### src/rtl/standby_pkg.sv
// Shared types and constants of the I2C standby target path, imported by every RTL module
package standby_pkg;

  // Transfer queue geometry
  localparam int QueueDepth    = 8;
  localparam int NumQueues     = 4;
  localparam int QueuePtrWidth = $clog2(QueueDepth);
  localparam int QueueCntWidth = $clog2(QueueDepth + 1);

  // APB register file
  localparam int ApbAddrWidth = 5;
  localparam int StatusErrBit = 8;

  // Item kinds delivered by the bus-level target
  typedef enum logic [2:0] {
    AcqStart     = 3'd0,
    AcqStartRead = 3'd1,
    AcqData      = 3'd2,
    AcqStop      = 3'd3,
    AcqRestart   = 3'd4,
    AcqNack      = 3'd5
  } acq_id_e;

  typedef struct packed {
    acq_id_e    id;
    logic [7:0] data;
  } acq_item_t;

  // Index of each transfer queue
  typedef enum logic [1:0] {
    QCmd  = 2'd0,
    QTx   = 2'd1,
    QRx   = 2'd2,
    QResp = 2'd3
  } queue_e;

  // Register byte addresses
  typedef enum logic [ApbAddrWidth-1:0] {
    RegCmd    = 5'h00,
    RegTx     = 5'h04,
    RegRx     = 5'h08,
    RegResp   = 5'h0C,
    RegStatus = 5'h10
  } reg_addr_e;

  typedef enum logic [3:0] {
    Idle,
    Receive,
    PushWord,
    PushResp,
    PopCmd,
    PopWord,
    SendByte,
    NextByte,
    AwaitStop,
    Fault
  } flow_state_e;

  // Read command, only the length is used
  typedef struct packed {
    logic [15:0] reserved;
    logic [15:0] data_length;
  } tti_cmd_desc_t;

  // Write response, upper half always zero
  typedef struct packed {
    logic [15:0] reserved;
    logic [15:0] data_length;
  } tti_resp_desc_t;

  typedef struct packed {
    logic                    psel;
    logic                    penable;
    logic                    pwrite;
    logic [ApbAddrWidth-1:0] paddr;
    logic [31:0]             pwdata;
  } apb_req_t;

  typedef struct packed {
    logic [31:0] prdata;
    logic        pready;
    logic        pslverr;
  } apb_rsp_t;

  typedef struct packed {
    logic        valid;
    logic [31:0] data;
  } queue_wr_t;

  typedef struct packed {
    logic        valid;
    logic [31:0] data;
  } queue_rd_t;

endpackage
### src/rtl/i2c_standby_top.sv
// Top level of the standby I2C target path, joining the APB front end, queues and flow controller
module i2c_standby_top
  import standby_pkg::*;
(
  input  logic       clk_i,
  input  logic       rst_ni,
  input  apb_req_t   apb_req_i,
  output apb_rsp_t   apb_rsp_o,
  input  logic       acq_valid_i,
  input  acq_item_t  acq_item_i,
  output logic       tx_byte_valid_o,
  output logic [7:0] tx_byte_o,
  input  logic       tx_byte_ready_i,
  output logic       err_o
);

  // Queue ports, indexed by queue_e
  queue_wr_t q_wr     [NumQueues];
  logic      q_wready [NumQueues];
  queue_rd_t q_rd     [NumQueues];
  logic      q_rready [NumQueues];
  logic      err_pulse;

  // Host feeds CMD and TX, drains RX and RESP
  tti_apb_regs i_tti_apb_regs (
    .clk_i         (clk_i),
    .rst_ni        (rst_ni),
    .apb_req_i     (apb_req_i),
    .apb_rsp_o     (apb_rsp_o),
    .cmd_wr_o      (q_wr[QCmd]),
    .cmd_wready_i  (q_wready[QCmd]),
    .cmd_rvalid_i  (q_rd[QCmd].valid),
    .tx_wr_o       (q_wr[QTx]),
    .tx_wready_i   (q_wready[QTx]),
    .tx_rvalid_i   (q_rd[QTx].valid),
    .rx_rd_i       (q_rd[QRx]),
    .rx_rready_o   (q_rready[QRx]),
    .rx_wready_i   (q_wready[QRx]),
    .resp_rd_i     (q_rd[QResp]),
    .resp_rready_o (q_rready[QResp]),
    .resp_wready_i (q_wready[QResp]),
    .err_pulse_i   (err_pulse),
    .err_o         (err_o)
  );

  for (genvar q = 0; q < NumQueues; q++) begin : g_queue
    tti_queue i_tti_queue (
      .clk_i    (clk_i),
      .rst_ni   (rst_ni),
      .wr_i     (q_wr[q]),
      .wready_o (q_wready[q]),
      .rd_o     (q_rd[q]),
      .rready_i (q_rready[q])
    );
  end

  // Flow side drains CMD and TX, feeds RX and RESP
  i2c_target_flow i_i2c_target_flow (
    .clk_i           (clk_i),
    .rst_ni          (rst_ni),
    .acq_valid_i     (acq_valid_i),
    .acq_item_i      (acq_item_i),
    .cmd_rd_i        (q_rd[QCmd]),
    .cmd_rready_o    (q_rready[QCmd]),
    .tx_rd_i         (q_rd[QTx]),
    .tx_rready_o     (q_rready[QTx]),
    .rx_wr_o         (q_wr[QRx]),
    .rx_wready_i     (q_wready[QRx]),
    .resp_wr_o       (q_wr[QResp]),
    .resp_wready_i   (q_wready[QResp]),
    .tx_byte_valid_o (tx_byte_valid_o),
    .tx_byte_o       (tx_byte_o),
    .tx_byte_ready_i (tx_byte_ready_i),
    .err_pulse_o     (err_pulse)
  );

endmodule

### src/rtl/i2c_target_flow.sv
// Flow controller between the acquired-item stream and the transfer queues of the standby target
module i2c_target_flow
  import standby_pkg::*;
(
  input  logic       clk_i,
  input  logic       rst_ni,
  input  logic       acq_valid_i,
  input  acq_item_t  acq_item_i,
  input  queue_rd_t  cmd_rd_i,
  output logic       cmd_rready_o,
  input  queue_rd_t  tx_rd_i,
  output logic       tx_rready_o,
  output queue_wr_t  rx_wr_o,
  input  logic       rx_wready_i,
  output queue_wr_t  resp_wr_o,
  input  logic       resp_wready_i,
  output logic       tx_byte_valid_o,
  output logic [7:0] tx_byte_o,
  input  logic       tx_byte_ready_i,
  output logic       err_pulse_o
);

  flow_state_e    state_q;
  flow_state_e    state_d;
  logic [31:0]    word_q;
  logic [15:0]    byte_cnt_q;
  logic [15:0]    read_len_q;
  // Stop or restart seen, response still owed
  logic           closing_q;
  logic [1:0]     byte_idx;
  tti_cmd_desc_t  cmd_desc;
  tti_resp_desc_t resp_desc;
  logic           is_start;
  logic           is_start_rd;
  logic           is_data;
  logic           is_stop;
  logic           is_end;
  logic           is_nack;
  logic           byte_sent;

  assign is_start    = acq_valid_i & (acq_item_i.id == AcqStart);
  assign is_start_rd = acq_valid_i & (acq_item_i.id == AcqStartRead);
  assign is_data     = acq_valid_i & (acq_item_i.id == AcqData);
  assign is_stop     = acq_valid_i & (acq_item_i.id == AcqStop);
  assign is_end      = is_stop | (acq_valid_i & (acq_item_i.id == AcqRestart));
  assign is_nack     = acq_valid_i & (acq_item_i.id == AcqNack);

  assign byte_idx  = byte_cnt_q[1:0];
  assign cmd_desc  = tti_cmd_desc_t'(cmd_rd_i.data);
  assign byte_sent = (state_q == SendByte) & tx_byte_ready_i;

  always_comb begin
    state_d = state_q;
    unique case (state_q)
      Idle: begin
        if (is_start) state_d = Receive;
        else if (is_start_rd) state_d = PopCmd;
        else if (is_data || is_nack) state_d = Fault;
      end
      Receive: begin
        if (is_end) begin
          state_d = (byte_idx != 2'd0) ? PushWord : PushResp;
        end else if (is_data) begin
          if (byte_idx == 2'd3) state_d = PushWord;
        end else if (acq_valid_i) begin
          state_d = Fault;
        end
      end
      // Waiting on a full queue, a new item would be lost
      PushWord: begin
        if (rx_wready_i) state_d = closing_q ? PushResp : Receive;
        else if (acq_valid_i) state_d = Fault;
      end
      PushResp: begin
        if (resp_wready_i) state_d = Idle;
        else if (acq_valid_i) state_d = Fault;
      end
      // Any item during a read before the last byte is a NACK or out of order
      PopCmd: begin
        if (acq_valid_i) state_d = Fault;
        else if (cmd_rd_i.valid) state_d = (cmd_desc.data_length == '0) ? Fault : PopWord;
      end
      PopWord: begin
        if (acq_valid_i) state_d = Fault;
        else if (tx_rd_i.valid) state_d = SendByte;
      end
      SendByte: begin
        if (acq_valid_i) begin
          state_d = Fault;
        end else if (tx_byte_ready_i) begin
          state_d = (byte_cnt_q + 16'd1 == read_len_q) ? AwaitStop : NextByte;
        end
      end
      // Count has moved on, fetch a new word at each word boundary
      NextByte: begin
        if (acq_valid_i) state_d = Fault;
        else state_d = (byte_idx == 2'd0) ? PopWord : SendByte;
      end
      AwaitStop: begin
        if (is_end) state_d = Idle;
        else if (acq_valid_i && !is_nack) state_d = Fault;
      end
      Fault: begin
        if (is_stop) state_d = Idle;
      end
      default: state_d = Idle;
    endcase
  end

  always_ff @(posedge clk_i or negedge rst_ni) begin
    if (!rst_ni) begin
      state_q    <= Idle;
      byte_cnt_q <= '0;
      read_len_q <= '0;
      closing_q  <= 1'b0;
    end else begin
      state_q <= state_d;
      if (state_q == Idle) begin
        byte_cnt_q <= '0;
      end else if ((state_q == Receive && is_data) || byte_sent) begin
        byte_cnt_q <= byte_cnt_q + 16'd1;
      end
      if (state_q == Idle) begin
        closing_q <= 1'b0;
      end else if (state_q == Receive && is_end) begin
        closing_q <= 1'b1;
      end
      if (state_q == PopCmd && cmd_rd_i.valid) begin
        read_len_q <= cmd_desc.data_length;
      end
    end
  end

  // Little-endian packing, a new word starts with its upper bytes cleared
  always_ff @(posedge clk_i) begin
    if (state_q == Receive && is_data) begin
      if (byte_idx == 2'd0) word_q <= {24'h0, acq_item_i.data};
      else word_q[{byte_idx, 3'b000} +: 8] <= acq_item_i.data;
    end else if (state_q == PopWord && tx_rd_i.valid) begin
      word_q <= tx_rd_i.data;
    end
  end

  assign resp_desc.reserved    = '0;
  assign resp_desc.data_length = byte_cnt_q;

  assign rx_wr_o.valid   = (state_q == PushWord);
  assign rx_wr_o.data    = word_q;
  assign resp_wr_o.valid = (state_q == PushResp);
  assign resp_wr_o.data  = resp_desc;
  assign cmd_rready_o    = (state_q == PopCmd);
  assign tx_rready_o     = (state_q == PopWord);

  // Byte holds while the bus side stalls
  assign tx_byte_valid_o = (state_q == SendByte);
  assign tx_byte_o       = word_q[{byte_idx, 3'b000} +: 8];

  assign err_pulse_o = (state_d == Fault) & (state_q != Fault);

endmodule

### src/rtl/tti_apb_regs.sv
// APB register front end, feeds CMD/TX from the host, drains RX/RESP and keeps the sticky error
module tti_apb_regs
  import standby_pkg::*;
(
  input  logic      clk_i,
  input  logic      rst_ni,
  input  apb_req_t  apb_req_i,
  output apb_rsp_t  apb_rsp_o,
  output queue_wr_t cmd_wr_o,
  input  logic      cmd_wready_i,
  input  logic      cmd_rvalid_i,
  output queue_wr_t tx_wr_o,
  input  logic      tx_wready_i,
  input  logic      tx_rvalid_i,
  input  queue_rd_t rx_rd_i,
  output logic      rx_rready_o,
  input  logic      rx_wready_i,
  input  queue_rd_t resp_rd_i,
  output logic      resp_rready_o,
  input  logic      resp_wready_i,
  input  logic      err_pulse_i,
  output logic      err_o
);

  reg_addr_e            addr;
  logic                 access;
  logic                 xfer_done;
  logic                 pready_q;
  logic                 pslverr_q;
  logic [31:0]          prdata_q;
  logic [31:0]          rdata_d;
  logic                 slverr_d;
  logic [31:0]          status;
  logic [NumQueues-1:0] q_empty;
  logic [NumQueues-1:0] q_full;
  logic                 err_q;
  logic                 err_clear;

  assign addr   = reg_addr_e'(apb_req_i.paddr);
  assign access = apb_req_i.psel & apb_req_i.penable;
  // Queue side effects fire on the edge that ends the transfer
  assign xfer_done = access & pready_q & !pslverr_q;

  assign q_empty[QCmd]  = !cmd_rvalid_i;
  assign q_empty[QTx]   = !tx_rvalid_i;
  assign q_empty[QRx]   = !rx_rd_i.valid;
  assign q_empty[QResp] = !resp_rd_i.valid;
  assign q_full[QCmd]   = !cmd_wready_i;
  assign q_full[QTx]    = !tx_wready_i;
  assign q_full[QRx]    = !rx_wready_i;
  assign q_full[QResp]  = !resp_wready_i;

  always_comb begin
    status = '0;
    status[NumQueues-1:0] = q_empty;
    status[2*NumQueues-1:NumQueues] = q_full;
    status[StatusErrBit] = err_q;
  end

  // Read data and error, sampled in the first access cycle
  always_comb begin
    rdata_d  = '0;
    slverr_d = 1'b0;
    unique case (addr)
      RegCmd:  slverr_d = !apb_req_i.pwrite | !cmd_wready_i;
      RegTx:   slverr_d = !apb_req_i.pwrite | !tx_wready_i;
      RegRx: begin
        if (apb_req_i.pwrite || !rx_rd_i.valid) slverr_d = 1'b1;
        else rdata_d = rx_rd_i.data;
      end
      RegResp: begin
        if (apb_req_i.pwrite || !resp_rd_i.valid) slverr_d = 1'b1;
        else rdata_d = resp_rd_i.data;
      end
      RegStatus: begin
        if (!apb_req_i.pwrite) rdata_d = status;
      end
      default: slverr_d = 1'b1;
    endcase
  end

  always_ff @(posedge clk_i or negedge rst_ni) begin
    if (!rst_ni) begin
      pready_q  <= 1'b0;
      pslverr_q <= 1'b0;
    end else begin
      // One wait state on every transfer
      pready_q  <= access & !pready_q;
      pslverr_q <= (access & !pready_q) ? slverr_d : 1'b0;
    end
  end

  always_ff @(posedge clk_i) begin
    if (access && !pready_q) begin
      prdata_q <= rdata_d;
    end
  end

  assign apb_rsp_o.prdata  = prdata_q;
  assign apb_rsp_o.pready  = pready_q;
  assign apb_rsp_o.pslverr = pslverr_q;

  assign cmd_wr_o.valid = xfer_done & apb_req_i.pwrite & (addr == RegCmd);
  assign cmd_wr_o.data  = apb_req_i.pwdata;
  assign tx_wr_o.valid  = xfer_done & apb_req_i.pwrite & (addr == RegTx);
  assign tx_wr_o.data   = apb_req_i.pwdata;
  assign rx_rready_o    = xfer_done & !apb_req_i.pwrite & (addr == RegRx);
  assign resp_rready_o  = xfer_done & !apb_req_i.pwrite & (addr == RegResp);

  assign err_clear = xfer_done & apb_req_i.pwrite & (addr == RegStatus) &
                     apb_req_i.pwdata[StatusErrBit];

  // A new fault wins over a clear in the same cycle
  always_ff @(posedge clk_i or negedge rst_ni) begin
    if (!rst_ni) begin
      err_q <= 1'b0;
    end else if (err_pulse_i) begin
      err_q <= 1'b1;
    end else if (err_clear) begin
      err_q <= 1'b0;
    end
  end

  assign err_o = err_q;

endmodule

### src/rtl/tti_queue.sv
// 32-bit synchronous FIFO with valid/ready on both ports, instantiated once per transfer queue
module tti_queue
  import standby_pkg::*;
(
  input  logic      clk_i,
  input  logic      rst_ni,
  input  queue_wr_t wr_i,
  output logic      wready_o,
  output queue_rd_t rd_o,
  input  logic      rready_i
);

  logic [31:0]              mem_q [QueueDepth];
  logic [QueuePtrWidth-1:0] wptr_q;
  logic [QueuePtrWidth-1:0] rptr_q;
  logic [QueueCntWidth-1:0] count_q;
  logic                     push;
  logic                     pop;

  assign wready_o   = (count_q != QueueCntWidth'(QueueDepth));
  assign rd_o.valid = (count_q != '0);
  // Head is shown as soon as it is stored
  assign rd_o.data  = mem_q[rptr_q];

  assign push = wr_i.valid & wready_o;
  assign pop  = rd_o.valid & rready_i;

  always_ff @(posedge clk_i or negedge rst_ni) begin
    if (!rst_ni) begin
      wptr_q  <= '0;
      rptr_q  <= '0;
      count_q <= '0;
    end else begin
      if (push) begin
        wptr_q <= (wptr_q == QueuePtrWidth'(QueueDepth - 1)) ? '0 : wptr_q + 1'b1;
      end
      if (pop) begin
        rptr_q <= (rptr_q == QueuePtrWidth'(QueueDepth - 1)) ? '0 : rptr_q + 1'b1;
      end
      // Simultaneous push and pop leaves the count unchanged
      unique case ({push, pop})
        2'b10:   count_q <= count_q + 1'b1;
        2'b01:   count_q <= count_q - 1'b1;
        default: count_q <= count_q;
      endcase
    end
  end

  always_ff @(posedge clk_i) begin
    if (push) begin
      mem_q[wptr_q] <= wr_i.data;
    end
  end

endmodule

### config.mk
export PLATFORM = sky130hd
export DESIGN_NAME = i2c_standby_top
export DESIGN_NICKNAME = d
export VERILOG_FILES = /design/src/rtl/standby_pkg.sv /design/src/rtl/i2c_standby_top.sv /design/src/rtl/i2c_target_flow.sv /design/src/rtl/tti_apb_regs.sv /design/src/rtl/tti_queue.sv
export SDC_FILE = /design/constraint.sdc
export NUM_CORES = 1
export LEC_CHECK = 0
export CORE_MARGIN = 1
export CORE_UTILIZATION = 65
export CTS_CLUSTER_SIZE = 25
export DETAILED_ROUTE_END_ITERATION = 12
export DONT_BUFFER_PORTS = 1
export MAX_ROUTING_LAYER = met4
export PLACE_DENSITY_LB_ADDON = 0.25
export SETUP_SLACK_MARGIN = 0.05
export SYNTH_ARGS = -nofsm -noshare
export SYNTH_HDL_FRONTEND = slang
export SYNTH_HIERARCHICAL = 1
export SYNTH_SLANG_ARGS = --single-unit
### constraint.sdc
create_clock -name clk_i -period 5.82 [get_ports clk_i]
set_input_delay 0 -clock clk_i [delete_from_list [all_inputs] [get_ports clk_i]]
set_output_delay 0 -clock clk_i [all_outputs]
set_load 0.01 [all_outputs]
# After elaboration in Yosys (flattened, before gate mapping)
# Memories as Yosys holds them, arrays and structs flattened.
# Index checks and enable logic that the tools add are counted.
dict set report totals {
  ff_bits 144
  ramBits 896
  inputBits 55
  output_inout_bits 44
  wordCells 222
  n_memories 4
}
dict set report op_classes {
  addsub 18
  n_eq_ne 42
  shift 3
  muxes 63
  bitwise_logic 31
  n_reduce_logical 40
}
# memory words width read_ports rd_ports_with_merged_regs wr line_no
set memory_table {}
lappend memory_table {{g_queue[0].i_tti_queue.mem_q} 8 32 1 0 1 tti_queue.sv:13} ;# logic [31:0] mem_q [QueueDepth];
lappend memory_table {{g_queue[1].i_tti_queue.mem_q} 8 32 1 0 1 tti_queue.sv:13}
lappend memory_table {{g_queue[2].i_tti_queue.mem_q} 8 32 1 0 1 tti_queue.sv:13}
lappend memory_table {{g_queue[3].i_tti_queue.mem_q} 8 16 1 0 1 tti_queue.sv:13}
# op count
set ops {}
lappend ops {{$mux 32} 5}
lappend ops {{$pmux 32 s3} 1}
lappend ops {{$mux 4} 21}
lappend ops {{$pmux 4 s10} 1}
lappend ops {{$bwmux 32} 1}
lappend ops {{$mux 16} 2}
lappend ops {{$pmux 4 s2} 4}
lappend ops {{$shift 8x7->32 const A} 1}
lappend ops {{$shiftx 32x6->8} 1}
lappend ops {{$shiftx 8x7->32} 1}
lappend ops {{$eq 3x3->1 const B} 10}
lappend ops {{$and 1x1->1} 28}
lappend ops {{$add 3x1->3 const B} 8}
lappend ops {{$mux 3} 8}
lappend ops {{$ne 4x4->1 const B} 5}
lappend ops {{$reduce_bool 2->1} 9}
lappend ops {{$add 16x1->16 const B} 1}
lappend ops {{$add 4x1->4 const B} 4}
lappend ops {{$eq 16x16->1} 1}
lappend ops {{$eq 4x3->1 const B} 4}
lappend ops {{$logic_not 16->1} 1}
lappend ops {{$mux 1} 16}
lappend ops {{$reduce_bool 4->1} 4}
lappend ops {{$sub 4x1->4 const B} 4}
lappend ops {{22 further kinds} 56}

# Longest topological paths before layout
dict set report logic_depth {
  depth_word 10
  depth_mapped 12
  ltp_nobuf 10
}

# Modules after synthesis
# Netlist, hierarchy kept.
# module instances cells_per_inst area_each_um2 seq_area_each_um2
set modules_own_cells {}
lappend modules_own_cells {{tti_queue at g_queue[0].i_tti_queue ...} 3 437 10287.4 7937.6}
lappend modules_own_cells {{tti_queue at g_queue[3].i_tti_queue} 1 438 10294.9 7937.6}
lappend modules_own_cells {i2c_target_flow 1 470 4589.4 1886.8}
lappend modules_own_cells {tti_apb_regs 1 184 2153.3 1036.0}

# Worst setup path after synthesis
# OpenSTA, ideal clock, no wires.
dict set report synth_timing {
  kind {reg-to-reg}
  from {register i_tti_apb_regs.pslverr_q}
  to {memory g_queue[0].i_tti_queue.mem_q[0][0], enable pin}
  setup_time_ps 501
  t_arrival_ps 4480
  t_required_ps 5319
  setup_slack_ps 838
  path_stages_with_launch 6
  n_path_buf 0
  synth_period_minus_slack_ps 4982
  cell_sequence {dfrtp_1 nand4b_1 or2_2 nor4_1 nand2_2 nor4_1}
}
# element line_no
set synth_rtl {}
lappend synth_rtl {{from (decl)} tti_apb_regs.sv:29} ;# logic pslverr_q;
lappend synth_rtl {{from (signal assigned)} tti_apb_regs.sv:89} ;# pslverr_q <= (access & !pready_q) ? slverr_d : 1'b0;
lappend synth_rtl {{to (decl)} tti_queue.sv:13}

==> metrics.md <==
| Metric | Value |
|---|---|
| Run status | `complete, no violations` |
| Pre-antenna DRT Iters | `5` |
| Via/cell ratio | `6.63` |
| Cell Rows | `93` |
| Max-slew violation count | `0` |
| Die height | `259 µm` |
| Total gr overflow | `0` |
| Static Leak | `0.0152 µW` |
| Crit-path max FO | `12` |
| RSZ-0062 raised after global routing | `no` |
| Slew of the pin with the lowest slew margin | `1210 ps` |
| Initial antenna violation count | `7` |
| Ys Warns | `6` |
| Nets@finish | `2339` |
| R2R setup slack | `1710 ps` |
| Initial drt markers | `2352` |
| I/O pin cnt | `99` |
| Cells on worst reg2reg path | `9` |
| Gr busiest metal | `met2` |
| DRC | `0` |
| Power per cell area | `358 nW/µm²` |
| GP Congestion | `0.869` |
| Hold Crit Depth | `5` |
| Setup-failing EPs final | `0` |
| Die Area | `67200 µm²` |
| Remaining antenna violation count after routing | `0` |
| H-tree levels | `3` |
| DPL Wire Length | `52700 µm` |
| Critical Path AT | `4820 ps` |
| Cells after Synth | `2211` |
| Fill count | `3651` |
| Peak supply drop | `0.000289 V` |
| Post-CTS Hold Fix Bufs | `64` |
| Share of cells above drive strength 1 | `26.6%` |
| CP startpoint | `apb_req_i[37]` |
| Max_slew headroom | `18.4%` |
| Multi-input logic area | `11100 µm²` |
| Num CTS Buffers | `98` |
| Vias | `21100` |
| Wire length per cell | `28.8 µm` |
| RR Endpoint | `g_queue[0].i_tti_queue/count_q[3]$_DFFE_PN0P_` |
| CTS clk-pin slew, worst paths | `60 ps` |
| Total GRT Usage | `29.0%` |
| Setup TNS | `0 ps` |
| Final Cycle Share | `73.7%` |
| Met3 GRT Util | `4.97%` |
| Final min period | `4290 ps` |
| PostCTS Resize Cnt | `0` |
| FF+latch area | `30800 µm²` |
| Met1 track demand over resource | `38.2%` |
| Root Driver | `clkbuf_16` |
| CTS tree | `built` |
| FMAX | `233 MHz` |
| Hold path startpoint | `acq_item_i[9]` |
| Initial Util | `66.3%` |
| Mean Syn Cell Area | `19.5 µm²` |
| Mapped Area | `43000 µm²` |
| Fin. Hold Viols | `0` |
| Required @ worst endpoint | `6350 ps` |
| Worst skew pair latency | `670 ps` |
| P&R area growth vs syn | `9.79%` |
| CTS Buffer Depth | `3` |
| First-pass GRT wire length | `137000 µm` |
| Vias in the first global route | `21700` |
| Post-route clock skew | `43.9 ps` |
| Hold endpoint | `i_i2c_target_flow/state_q[0]$_DFF_PN0_` |
| Reg-to-Reg Start | `i_tti_apb_regs/pslverr_q$_DFF_PN0_` |
| Crit start category | `input pin` |
| GRT met2 Usage | `47.2%` |
| Count of input and output buffers | `0` |
| Worst Setup End Kind | `flop` |
| Largest net degree at the start of global routing | `81` |
| Num Clock Sinks | `1040` |
| Total routed wirelength | `91800 µm` |
| Hold Crit Class | `in2reg` |
| Die width | `259 µm` |
| Critical path type | `in2reg` |
| Final design utilization | `72.8%` |
| Postcts setup bufs | `0` |
| Core Area | `64900 µm²` |
| Max_cap viols | `0` |
## per-stage QoR
step                area (µm²)  worst slack (ps)  hold WS (ps)  power [µW]  std cells
finish                   47200              1530          29.3       16900       3188
global route             47200              1470          76.4       17400       3187
CTS                      47200              1710          4.47       17000       3182
detailed placement       43500              1750          -291       10800       2939
global placement         43500              1790          -290       10800       2939
floorplan                43100               838          -296       10400       2226
## routing by layer
| metal | vias to the layer above | wire length [µm] |
|---|---|---|
| met2 | 910 | 46500 |
| li1 | 8999 | - |
| met3 | 151 | 7110 |
| met4 | 0 | 2410 |
| met5 | - | 0 |
| met1 | 11100 | 35800 |
## layout by cell type (no fill, tap or decap), types with 6 or more instances in the layout
cell type / instances
inv_1: 36
clkbuf_16: 99
xnor2_1: 15
nor4_2: 7
edfxtp_1: 960
nand2_1: 77
mux2_1: 12
clkinv_1: 22
nor2_1: 35
a221o_1: 9
nor3b_1: 15
o21ai_0: 60
nor4_1: 19
a22o_1: 40
or3_1: 6
nor2_4: 9
xor2_1: 13
buf_4: 42
nor3_1: 14
nand3_1: 24
mux4_2: 232
mux2_2: 136
clkbuf_1: 19
nor3_2: 16
a21oi_1: 19
nand2b_1: 20
ha_1: 32
o211ai_1: 6
dfrtp_1: 73
dlygate4sd3_1: 62
diode_2: 6
clkinv_2: 20
nor2b_1: 9
conb_1: 16
## power breakdown
part	switching (µW)	total (µW)	internal (µW)	leakage [µW]
clock network	2700	6090	3390	0.00150
registers	488	8870	8380	0.00976
logic	907	1950	1040	0.00398
## worst max path at each step
| stage | cells past startpoint | endpoint | slack (ps) |
|---|---|---|---|
| after floorplan | 5 | g_queue[1].i_tti_queue/mem_q[0][0]$_DFFE_PP_ | 840 |
| after global placement | 9 | g_queue[0].i_tti_queue/count_q[3]$_DFFE_PN0P_ | 1790 |
| after detailed placement | 9 | g_queue[0].i_tti_queue/count_q[3]$_DFFE_PN0P_ | 1750 |
| after CTS | 9 | g_queue[0].i_tti_queue/count_q[3]$_DFFE_PN0P_ | 1710 |
| after global routing | 9 | i_i2c_target_flow/state_q[2]$_DFF_PN0_ | 1470 |
| final | 12 | g_queue[3].i_tti_queue/count_q[3]$_DFFE_PN0P_ | 1530 |
## worst max-delay path, stage by stage
cell and delay (ps):
dlygate4sd3_1 740, or4_4 610, or2_2 300, dlygate4sd3_1 590
nor3_1 660, o41ai_2 310, inv_1 120, ha_1 330
ha_1 360, or4b_1 530, o311ai_0 130, o211ai_1 130
## sequential cells by signal (all words and copies together) (netlist names), 4 cells and up
signal                        cells
i_i2c_target_flow/word_q         32
i_tti_apb_regs/prdata_q          32
i_i2c_target_flow/byte_cnt_q     16
g_queue.i_tti_queue/wptr_q       12
g_queue.i_tti_queue/mem_q       896
g_queue.i_tti_queue/count_q      16
i_i2c_target_flow/read_len_q     16
g_queue.i_tti_queue/rptr_q       12
i_i2c_target_flow/state_q         4
## layout make-up
type | instances | area share, %
clock inverters | 58 | 1.00
flip-flops and latches | 1040 | 65.3
repair buffers | 106 | 2.10
diodes | 6 | 0.0318
inverters | 36 | 0.286
multi-input cells | 966 | 23.6
clock buffers | 121 | 5.48
well taps | 855 | 2.26
Power figures use the tool's default switching activity.
